===== config.mk =====
export PLATFORM = sky130hd
export DESIGN_NAME = fp_unit
export DESIGN_NICKNAME = d
export VERILOG_FILES = /design/src/design/fp_format_pkg.sv /design/src/design/fp_op_pkg.sv /design/src/design/fp_unpack_stage.sv /design/src/design/fp_exec_stage.sv /design/src/design/fp_status_stage.sv /design/src/design/fp_unit.sv
export SDC_FILE = /design/constraint.sdc
export NUM_CORES = 1
export LEC_CHECK = 0
export BUFFER_PORTS_ARGS = -buffer_cell sky130_fd_sc_hd__buf_4
export CORE_MARGIN = 2
export CORE_UTILIZATION = 35
export CTS_BUF_LIST = sky130_fd_sc_hd__clkbuf_16
export DETAILED_ROUTE_END_ITERATION = 12
export SLEW_MARGIN = 20
export SYNTH_ARGS = -nofsm -noshare
export SYNTH_HDL_FRONTEND = slang
export SYNTH_SLANG_ARGS = --single-unit
export TNS_END_PERCENT = 1

===== constraint.sdc =====
create_clock -name clk -period 12.05 [get_ports clk]
set_clock_uncertainty 0.1 [all_clocks]
set_input_delay 1.205 -clock clk [delete_from_list [all_inputs] [get_ports clk]]
set_output_delay 1.205 -clock clk [all_outputs]
set_load 0.005 [all_outputs]

===== src/design/fp_format_pkg.sv =====
// binary32 only; subnormals are not flushed and are treated as ordinary finite values
package fp_format_pkg;

    // ======================================================================
    // field layout
    // ======================================================================
    localparam int flt_w    = 32;       // whole float
    localparam int exp_w    = 8;        // biased exponent
    localparam int man_w    = 23;       // stored fraction, hidden bit not included
    localparam int exp_bias = 127;

    localparam logic [exp_w-1:0] exp_max = '1;     // inf and nan exponent

    // ======================================================================
    // special encodings
    // ======================================================================
    localparam logic [flt_w-1:0] qnan_default = 32'h7FC0_0000;  // canonical quiet nan
    localparam logic [flt_w-1:0] one_pos      = 32'h3F80_0000;  // +1.0
    localparam logic [flt_w-1:0] one_neg      = 32'hBF80_0000;  // -1.0

    // integer saturation limits for float to int
    localparam logic [flt_w-1:0] int_max_pos = 32'h7FFF_FFFF;
    localparam logic [flt_w-1:0] int_min_neg = 32'h8000_0000;

endpackage


===== src/design/fp_op_pkg.sv =====
// opcode and flag encodings; the status word is flt_w wide, so fp_format_pkg compiles first
package fp_op_pkg;

    // ======================================================================
    // operations
    // ======================================================================
    typedef enum logic [3:0] {
        op_fmov  = 4'h0,    // move
        op_fneg  = 4'h1,    // negate
        op_fabs  = 4'h2,    // absolute value
        op_fnabs = 4'h3,    // negative absolute value
        op_fsign = 4'h4,    // get sign as +-1.0
        op_fman  = 4'h5,    // get mantissa
        op_fcmp  = 4'h6,    // compare
        op_ftoi  = 4'h7,    // float to int, truncating
        op_itof  = 4'h8,    // int to float, truncating
        op_ftx   = 4'h9,    // trigger exception
        op_fcx   = 4'hA,    // clear exception
        op_fex   = 4'hB,    // enable exception
        op_fdx   = 4'hC,    // disable exception
        op_fstat = 4'hD     // read status word
    } fp_op_e;

    // exception flag positions, shared by flags, enables and imm masks
    localparam int n_flags = 3;
    typedef enum logic [1:0] {
        flag_invalid = 2'd0,
        flag_inexact = 2'd1,
        flag_swt     = 2'd2     // software triggered
    } flag_idx_e;

    // bit positions of a compare result
    typedef enum logic [1:0] {
        cmp_eq = 2'd0,
        cmp_lt = 2'd1,
        cmp_le = 2'd2,
        cmp_un = 2'd3           // unordered, a nan was seen
    } cmp_bit_e;

    // status word: flags low, enables at bit 4, rest zero
    localparam int stat_flag_lsb = 0;
    localparam int stat_en_lsb   = 4;

    function automatic logic [fp_format_pkg::flt_w-1:0] status_word(
        input logic [n_flags-1:0] flags,
        input logic [n_flags-1:0] enables
    );
        logic [fp_format_pkg::flt_w-1:0] w;
        w = '0;
        w[stat_flag_lsb +: n_flags] = flags;
        w[stat_en_lsb   +: n_flags] = enables;
        return w;
    endfunction

endpackage


===== src/design/fp_unpack_stage.sv =====
// pipeline stage 1; zero means exponent and fraction both zero, subnormals are not flushed
module fp_unpack_stage (
    input  logic                              clk,
    input  logic                              rst,
    input  logic                              start_i,   // one-cycle strobe
    input  fp_op_pkg::fp_op_e                 op_i,
    input  logic [fp_format_pkg::flt_w-1:0]   a_i,
    input  logic [fp_format_pkg::flt_w-1:0]   b_i,
    input  logic [fp_op_pkg::n_flags-1:0]     imm_i,     // status mask
    output logic                              valid_o,
    output fp_op_pkg::fp_op_e                 op_o,
    output logic [fp_format_pkg::flt_w-1:0]   a_o,
    output logic [fp_format_pkg::flt_w-1:0]   b_o,
    output logic [fp_op_pkg::n_flags-1:0]     imm_o,
    output logic                              a_sign_o,
    output logic [fp_format_pkg::exp_w-1:0]   a_exp_o,
    output logic [fp_format_pkg::man_w-1:0]   a_frac_o,
    output logic                              a_zero_o,
    output logic                              a_inf_o,
    output logic                              a_nan_o,
    output logic                              b_zero_o,
    output logic                              b_nan_o
);
    import fp_format_pkg::*;

    logic [exp_w-1:0] a_exp, b_exp;
    logic [man_w-1:0] a_frac, b_frac;

    // field split
    assign a_exp  = a_i[flt_w-2 -: exp_w];
    assign a_frac = a_i[man_w-1:0];
    assign b_exp  = b_i[flt_w-2 -: exp_w];
    assign b_frac = b_i[man_w-1:0];

    // strobe is the only control state here
    always_ff @(posedge clk) begin
        if (rst) begin
            valid_o <= 1'b0;
        end else begin
            valid_o <= start_i;
        end
    end

    // payload and class bits, loaded every cycle
    always_ff @(posedge clk) begin
        op_o     <= op_i;
        a_o      <= a_i;
        b_o      <= b_i;
        imm_o    <= imm_i;
        a_sign_o <= a_i[flt_w-1];
        a_exp_o  <= a_exp;
        a_frac_o <= a_frac;
        a_zero_o <= (a_exp == '0) && (a_frac == '0);
        a_inf_o  <= (a_exp == exp_max) && (a_frac == '0);
        a_nan_o  <= (a_exp == exp_max) && (a_frac != '0);
        b_zero_o <= (b_exp == '0) && (b_frac == '0);     // compare needs b class only
        b_nan_o  <= (b_exp == exp_max) && (b_frac != '0);
    end

endmodule


===== src/design/fp_exec_stage.sv =====
// pipeline stage 2; conversions truncate toward zero, unknown opcodes return the default qnan
module fp_exec_stage (
    input  logic                              clk,
    input  logic                              rst,
    input  logic                              valid_i,
    input  fp_op_pkg::fp_op_e                 op_i,
    input  logic [fp_format_pkg::flt_w-1:0]   a_i,
    input  logic [fp_format_pkg::flt_w-1:0]   b_i,
    input  logic [fp_op_pkg::n_flags-1:0]     imm_i,
    input  logic                              a_sign_i,
    input  logic [fp_format_pkg::exp_w-1:0]   a_exp_i,
    input  logic [fp_format_pkg::man_w-1:0]   a_frac_i,
    input  logic                              a_zero_i,
    input  logic                              a_inf_i,
    input  logic                              a_nan_i,
    input  logic                              b_zero_i,
    input  logic                              b_nan_i,
    output logic                              valid_o,
    output fp_op_pkg::fp_op_e                 op_o,
    output logic [fp_op_pkg::n_flags-1:0]     imm_o,
    output logic [fp_format_pkg::flt_w-1:0]   result_o,
    output logic [fp_op_pkg::n_flags-1:0]     raise_o
);
    import fp_format_pkg::*;
    import fp_op_pkg::*;

    logic [flt_w-1:0]   res_nxt;
    logic [n_flags-1:0] raise_nxt;

    // compare terms
    logic [flt_w-2:0] mag_a, mag_b;
    logic             cmp_eq_v, cmp_lt_v;

    // float to int
    logic [54:0]      ftoi_w;       // mantissa scaled, 23 fraction bits below the point
    logic [exp_w-1:0] ftoi_sh;      // unbiased exponent
    logic [flt_w-1:0] ftoi_mag;

    // int to float
    logic [flt_w-1:0] itof_mag, itof_norm;
    logic [4:0]       itof_lead;    // position of the leading one

    // ======================================================================
    // datapath helpers
    // ======================================================================
    assign mag_a    = {a_exp_i, a_frac_i};
    assign mag_b    = b_i[flt_w-2:0];
    assign cmp_eq_v = (a_zero_i && b_zero_i) || (a_i == b_i);    // +0 == -0
    assign cmp_lt_v = (a_zero_i && b_zero_i) ? 1'b0 :
                      (a_sign_i != b_i[flt_w-1]) ? a_sign_i :   // negative one is smaller
                      a_sign_i ? (mag_a > mag_b) : (mag_a < mag_b);

    assign ftoi_sh  = a_exp_i - exp_w'(exp_bias);
    assign ftoi_w   = {31'b0, 1'b1, a_frac_i} << ftoi_sh[4:0];  // only used for exp 127..157
    assign ftoi_mag = ftoi_w[54:23];

    assign itof_mag  = a_i[flt_w-1] ? (~a_i + 1'b1) : a_i;      // -2^31 maps onto itself
    assign itof_norm = itof_mag << (5'd31 - itof_lead);         // leading one to bit 31

    always_comb begin
        itof_lead = '0;
        for (int i = 0; i < flt_w; i++) begin
            if (itof_mag[i]) itof_lead = 5'(i);
        end
    end

    // ======================================================================
    // per-operation result and raised flags
    // ======================================================================
    always_comb begin
        res_nxt   = '0;
        raise_nxt = '0;
        case (op_i)
            op_fmov:  res_nxt = a_i;
            op_fneg:  res_nxt = {~a_sign_i, mag_a};
            op_fabs:  res_nxt = {1'b0, mag_a};
            op_fnabs: res_nxt = {1'b1, mag_a};
            op_fsign: res_nxt = (a_zero_i || a_nan_i) ? a_i : (a_sign_i ? one_neg : one_pos);
            op_fman:  res_nxt = flt_w'({(a_exp_i != '0), a_frac_i});   // hidden bit if normal
            op_fcmp: begin
                if (a_nan_i || b_nan_i) begin
                    res_nxt[cmp_un]          = 1'b1;    // unordered alone
                    raise_nxt[flag_invalid]  = 1'b1;
                end else begin
                    res_nxt[cmp_eq] = cmp_eq_v;
                    res_nxt[cmp_lt] = cmp_lt_v;
                    res_nxt[cmp_le] = cmp_lt_v | cmp_eq_v;
                end
            end
            op_ftoi: begin
                if (a_nan_i) begin
                    res_nxt                 = int_max_pos;
                    raise_nxt[flag_invalid] = 1'b1;
                end else if (a_inf_i || a_exp_i >= exp_w'(exp_bias + 31)) begin
                    res_nxt = a_sign_i ? int_min_neg : int_max_pos;
                    // exactly -2^31 fits
                    raise_nxt[flag_invalid] = !(a_sign_i && a_exp_i == exp_w'(exp_bias + 31)
                                                && a_frac_i == '0);
                end else if (a_exp_i < exp_w'(exp_bias)) begin
                    res_nxt                 = '0;       // |a| < 1
                    raise_nxt[flag_inexact] = !a_zero_i;
                end else begin
                    res_nxt                 = a_sign_i ? (~ftoi_mag + 1'b1) : ftoi_mag;
                    raise_nxt[flag_inexact] = |ftoi_w[22:0];
                end
            end
            op_itof: begin
                if (itof_mag != '0) begin
                    res_nxt = {a_i[flt_w-1], exp_w'(exp_bias) + exp_w'(itof_lead),
                               itof_norm[flt_w-2 -: man_w]};
                    raise_nxt[flag_inexact] = |itof_norm[7:0];   // bits below the fraction
                end
            end
            op_ftx, op_fcx, op_fex, op_fdx, op_fstat: res_nxt = '0;   // handled in stage 3
            default: res_nxt = qnan_default;
        endcase
    end

    always_ff @(posedge clk) begin
        if (rst) begin
            valid_o <= 1'b0;
        end else begin
            valid_o <= valid_i;
        end
    end

    always_ff @(posedge clk) begin
        op_o     <= op_i;
        imm_o    <= imm_i;
        result_o <= res_nxt;
        raise_o  <= raise_nxt;
    end

endmodule


===== src/design/fp_status_stage.sv =====
// pipeline stage 3; fstat returns the state before the reading operation, flags are sticky
module fp_status_stage (
    input  logic                              clk,
    input  logic                              rst,
    input  logic                              valid_i,
    input  fp_op_pkg::fp_op_e                 op_i,
    input  logic [fp_op_pkg::n_flags-1:0]     imm_i,
    input  logic [fp_format_pkg::flt_w-1:0]   result_i,
    input  logic [fp_op_pkg::n_flags-1:0]     raise_i,
    output logic                              valid_o,
    output logic [fp_format_pkg::flt_w-1:0]   result_o,
    output logic [fp_op_pkg::n_flags-1:0]     flags_o,     // sticky flags
    output logic                              exception_o
);
    import fp_format_pkg::*;
    import fp_op_pkg::*;

    logic [n_flags-1:0] en_q;               // exception enables
    logic [n_flags-1:0] flags_nxt, en_nxt;
    logic [flt_w-1:0]   result_nxt;

    // ======================================================================
    // next sticky state
    // ======================================================================
    always_comb begin
        flags_nxt  = flags_o;               // hold unless an op arrives
        en_nxt     = en_q;
        result_nxt = result_i;              // stage 2 already zeroes status ops
        if (valid_i) begin
            flags_nxt = flags_o | raise_i;
            case (op_i)
                op_ftx: begin
                    flags_nxt           = flags_nxt | imm_i;
                    flags_nxt[flag_swt] = 1'b1;
                end
                op_fcx:   flags_nxt  = flags_nxt & ~imm_i;
                op_fex:   en_nxt     = en_q | imm_i;
                op_fdx:   en_nxt     = en_q & ~imm_i;
                op_fstat: result_nxt = status_word(flags_o, en_q);   // old state
                default: ;
            endcase
        end
    end

    always_ff @(posedge clk) begin
        if (rst) begin
            valid_o     <= 1'b0;
            result_o    <= '0;
            flags_o     <= '0;
            en_q        <= '0;
            exception_o <= 1'b0;
        end else begin
            valid_o     <= valid_i;
            flags_o     <= flags_nxt;
            en_q        <= en_nxt;
            exception_o <= |(flags_nxt & en_nxt);   // enabled and set
            if (valid_i) result_o <= result_nxt;    // hold between ops
        end
    end

endmodule


===== src/design/fp_unit.sv =====
// binary32 unit, three cycle latency, one op per cycle, no back-pressure on start_i
module fp_unit (
    input  logic                              clk,
    input  logic                              rst,
    input  logic                              start_i,
    input  fp_op_pkg::fp_op_e                 op_i,
    input  logic [fp_format_pkg::flt_w-1:0]   a_i,
    input  logic [fp_format_pkg::flt_w-1:0]   b_i,
    input  logic [fp_op_pkg::n_flags-1:0]     imm_i,
    output logic                              valid_o,
    output logic [fp_format_pkg::flt_w-1:0]   result_o,
    output logic [fp_op_pkg::n_flags-1:0]     flags_o,
    output logic                              exception_o
);
    import fp_format_pkg::*;
    import fp_op_pkg::*;

    // ======================================================================
    // stage 1 to stage 2
    // ======================================================================
    logic               u_valid;
    fp_op_e             u_op;
    logic [flt_w-1:0]   u_a, u_b;
    logic [n_flags-1:0] u_imm;
    logic               u_a_sign, u_a_zero, u_a_inf, u_a_nan;
    logic [exp_w-1:0]   u_a_exp;
    logic [man_w-1:0]   u_a_frac;
    logic               u_b_zero, u_b_nan;

    // stage 2 to stage 3
    logic               x_valid;
    fp_op_e             x_op;
    logic [n_flags-1:0] x_imm, x_raise;
    logic [flt_w-1:0]   x_result;

    fp_unpack_stage unpack_i (
        .clk(clk), .rst(rst), .start_i(start_i), .op_i(op_i),
        .a_i(a_i), .b_i(b_i), .imm_i(imm_i),
        .valid_o(u_valid), .op_o(u_op), .a_o(u_a), .b_o(u_b), .imm_o(u_imm),
        .a_sign_o(u_a_sign), .a_exp_o(u_a_exp), .a_frac_o(u_a_frac),
        .a_zero_o(u_a_zero), .a_inf_o(u_a_inf), .a_nan_o(u_a_nan),
        .b_zero_o(u_b_zero), .b_nan_o(u_b_nan)
    );

    fp_exec_stage exec_i (
        .clk(clk), .rst(rst), .valid_i(u_valid), .op_i(u_op),
        .a_i(u_a), .b_i(u_b), .imm_i(u_imm),
        .a_sign_i(u_a_sign), .a_exp_i(u_a_exp), .a_frac_i(u_a_frac),
        .a_zero_i(u_a_zero), .a_inf_i(u_a_inf), .a_nan_i(u_a_nan),
        .b_zero_i(u_b_zero), .b_nan_i(u_b_nan),
        .valid_o(x_valid), .op_o(x_op), .imm_o(x_imm),
        .result_o(x_result), .raise_o(x_raise)
    );

    fp_status_stage status_i (
        .clk(clk), .rst(rst), .valid_i(x_valid), .op_i(x_op), .imm_i(x_imm),
        .result_i(x_result), .raise_i(x_raise),
        .valid_o(valid_o), .result_o(result_o), .flags_o(flags_o),
        .exception_o(exception_o)
    );

endmodule


==> metrics.md <==
| Metric | Value |
|---|---|
| Most frequent cells in the layout | dfxtp_1, buf_4, nand2_1, nor2_1, a21oi_1 |
| Cts hold-fix bufs | 0 |
| Main flop type after synthesis | dfxtp_1 |
| Unrepaired setup endpoints after global routing | no |
| Worst Max-Slew Pin Slew | between 1000 and 1500 ps |
| R2r endpoint | exec_i.result_o[18] |
| Grt ovf | 0 |
| Switching Fraction | 0.376 |
| Final setup fails | 0 |
| Die height | ~200 um |
| HP Start | unpack_i.imm_o[0] |
| Final setup TNS | 0 ps |
| Yosys Warn Count | 0 |
| CTS clk-pin slew, worst paths | roughly 70 ps |
| Core area | roughly 0.037 mm2 |
| GP Congestion | ~1.0 |
| Gr usage total | 0.264 |
| Port bufs | between 100 and 150 |
| Clock share of power | 0.312 |
| Seq/Total Area, Yosys | 0.246 |
| Psw | roughly 0.62 mW |
| Final nets | ~1700 |
| Worst Hold Class | flip-flop to flip-flop |
| Reg-to-reg startpoint | unpack_i.a_o[23] |
| R2R depth | 14 |
| Hold_ws | 238 ps |
| Most Crowded Layer GR | met2 |
| Fillers | 3709 |
| Post-synth EDFFs | 0 |
| Initial antenna violation count | 2 |
| CP most frequent cell | o21ai_1 |
| Vias post-DR | between 10000 and 15000 |
| FMAX | between 150 and 200 MHz |
| Most common cell after layout, fill and taps aside | dfxtp_1 |
| Max IR drop VDD | about 0.000090 V |
| Root cell of the clock tree | clkbuf_16 |
| Htree depth | 4 |
| Total wire length | roughly 52 mm |
| Setup slack, reg-to-reg | between 5000 and 6000 ps |
| Share of layout cells above drive strength 1 | 0.164 |
| Final Hold Viols | 0 |
| Largest net degree at the start of global routing | 75 |
| Latest clock arrival within the worst-skew pair | between 400 and 500 ps |
| Clock sink count | approximately 160 |
| Max-cap viol count | 0 |
| M3 GR Usage | 0.0543 |
| TritonCTS Buffers | 17 |
| Mapped cell area | ~0.013 mm2 |
| Full die area | slightly below 0.04 mm2 |
| Post-DP HPWL | ~40 mm |
| Cts repair resizes | 0 |
| Internal | 1.03 mW |
| CP max-delay cell | dfxtp_2 |
| M1 GR Usage | 0.363 |
| Slew Viols, Final | 0 |
| Flip-flop and latch count after synthesis | between 150 and 200 |
| Critical path's top delay family | compound AO/OA/AOI/OAI gates |
| Crit-path cells | inv_2 > ha_1 > buf_4 > mux4_2 > mux2_2 > a2111oi_0 > o21ai_1 > or4b_1 > or2_1 > o21ai_1 > xnor2_1 > a221oi_1 > o221ai_1 > a311o_1 |
| Hold depth | 0 |
| Routed Antenna Nets | 0 |
| Max Root-Sink Buffers | 2 |
| Hold Path Sink | exec_i.imm_o[0] |
| Post-Syn Nets | 1723 |
| Vias in the first global route | between 10000 and 15000 |
| TritonCTS clock tree | done |
| Max-slew headroom | 0.227 |
| Area Growth Syn to Fin | 12.5% |
| Die extent in x | a little under 200 um |
| Unique masters post-synth | ~100 |
| Final worst-path cycle share | 0.545 |
| Post-CTS setup buffer count | 0 |
| Vias per cell | roughly 6.3 |
| Syn Inst Count | ~1600 |
| Power per cell area | about 110 mW/mm2 |
| Pwr Total | about 1.6 mW |
| Row count | 70 |
| Top Ports | 111 |
| CP max stage delay | between 1000 and 1500 ps |
| Reg power frac | 0.365 |
| Crit path kind | flip-flop to flip-flop |
| Min cycle time layout | 6570 ps |
| Crit path max fanout | 41 |
| WP buf/inv | 2 |
| 1st-iter DRT viols | roughly 1700 |
| DRT Pass-1 Iters | 5 |
| Comb power frac | 0.323 |
| Synth Area per Inst | 8.03 um2 |
| Type of element capturing the critical path | flip-flop |
| Status | completed |
| DRC viols | 0 |
| First-pass GRT wire length | slightly below 80 mm |
| Initial core utilization | 0.354 |
| Global routing usage on met2 | 0.393 |
| Routed wire per std cell | around 25 um |
| Arr. time, crit path | 6790 ps |
| Lkg Pwr | 5.60 nW |
| Critical path launch point type | flip-flop |
| Async set-reset flop share out of synthesis | 0 |
| Critical Path RT | roughly 12000 ps |
[logic make-up after synthesis]
logic type	share of synthesized area
and+or+nand+nor	0.241
DFF	0.246
xor gates and xnor gates	0.0460
AOI/OAI and AO/OA	0.249
buffers and inverters	0.0573
muxes	0.125
adders and majority gates	0.0367
[flip-flops by register name, indices dropped and copies added, names as in the netlist]
name	count
exec_i.result_o	32
status_i.result_o	32
unpack_i.a_o	32
unpack_i.b_o	32
exec_i.op_o	4
unpack_i.op_o	4
exec_i.imm_o	3
status_i.en_q	3
status_i.flags_o	3
unpack_i.imm_o	3
exec_i.raise_o	2
exec_i.valid_o	1
status_i.exception_o	1
status_i.valid_o	1
unpack_i.a_inf_o	1
unpack_i.a_nan_o	1
unpack_i.a_zero_o	1
unpack_i.b_nan_o	1
unpack_i.b_zero_o	1
unpack_i.valid_o	1
[cells in the mapped netlist, types with 6 or more instances]
master / instances / area share
xnor2_1: 43 / 0.029
and3_1: 13 / 0.0063
o211a_1: 6 / 0.0046
or2_2: 13 / 0.0063
inv_1: 44 / 0.013
mux2_2: 24 / 0.021
xor2_1: 25 / 0.017
a21o_1: 16 / 0.0093
a221oi_1: 18 / 0.012
o211ai_1: 18 / 0.010
a211oi_1: 25 / 0.015
nor3_1: 41 / 0.016
o21a_1: 14 / 0.0081
and2_1: 7 / 0.0034
o21ai_1: 17 / 0.0066
a21boi_0: 7 / 0.0041
dfxtp_1: 159 / 0.25
or3_1: 22 / 0.011
nor4_4: 6 / 0.0099
mux2i_1: 72 / 0.056
a21oi_1: 99 / 0.038
o31ai_1: 12 / 0.0070
o41ai_1: 6 / 0.0041
nand3_1: 63 / 0.024
ha_1: 38 / 0.037
mux4_2: 23 / 0.040
clkbuf_1: 83 / 0.024
buf_2: 26 / 0.010
o221ai_1: 15 / 0.010
nand2_1: 125 / 0.036
a41o_1: 7 / 0.0054
nor2b_1: 18 / 0.0087
a211o_1: 8 / 0.0054
o21ai_0: 94 / 0.036
nand2b_1: 43 / 0.021
nand4_1: 37 / 0.018
nor4_1: 32 / 0.015
nor2_1: 117 / 0.034
a31oi_1: 14 / 0.0068
buf_1: 7 / 0.0020
or4_1: 11 / 0.0064
[area by class of cell]
class                           instances  area [um2]  area share
Clock inverter                         15         131     0.00902
Multi-Input combinational cell       1278        9060       0.622
Sequential cell                       159        3190       0.219
Tap cell                              468         586      0.0402
Timing Repair Buffer                  131         983      0.0675
Clock buffer                           17         425      0.0292
Inverter                               48         180      0.0124
Antenna cell                            2        5.00    0.000344
[power groups by stage]
stage	Combinational, mW	Clock [mW]	Sequential [mW]
final	0.532	0.513	0.600
after global routing	0.569	0.541	0.602
after CTS	0.519	0.522	0.598
after detailed placement	0.517	0	0.610
after global placement	0.520	0	0.609
after floorplan	0.375	0	0.577
[stage by stage]
| stage | cell area [um2] | std cells | setup WS (ps) | util |
|---|---|---|---|---|
| global placement | 14000 | 2084 | 5690 | 0.383 |
| CTS | 14600 | 2116 | 5630 | 0.398 |
| finish | 14600 | 2118 | 5480 | 0.399 |
| floorplan | 12900 | 1611 | 7060 | - |
| detailed placement | 14000 | 2084 | 5670 | 0.383 |
| global route | 14600 | 2116 | 5160 | 0.398 |
[how the worst max path moves through the flow]
| stage | to | startpoint | cells after the start |
|---|---|---|---|
| 5_1_grt | exec_i.result_o[18] | unpack_i.a_o[23] | 14 |
| 4_1_cts | exec_i.result_o[18] | unpack_i.a_o[23] | 14 |
| 3_5_place_dp | exec_i.result_o[18] | unpack_i.a_o[23] | 14 |
| 6_report | exec_i.result_o[18] | unpack_i.a_o[23] | 14 |
| 3_3_place_gp | exec_i.result_o[18] | unpack_i.a_o[23] | 14 |
| 2_1_floorplan | exec_i.result_o[28] | unpack_i.a_o[23] | 18 |
[layer usage]
layer / part of all wire / vias up / wire length [um]
met1: 0.43 / 6279 / 22500
met2: 0.42 / 842 / 21900
met3: 0.095 / 165 / 4950
met4: 0.052 / 0 / 2680
li1: - / 6125 / -
met5: 0 / - / 0
No activity file was read; power rests on OpenSTA's default activity.
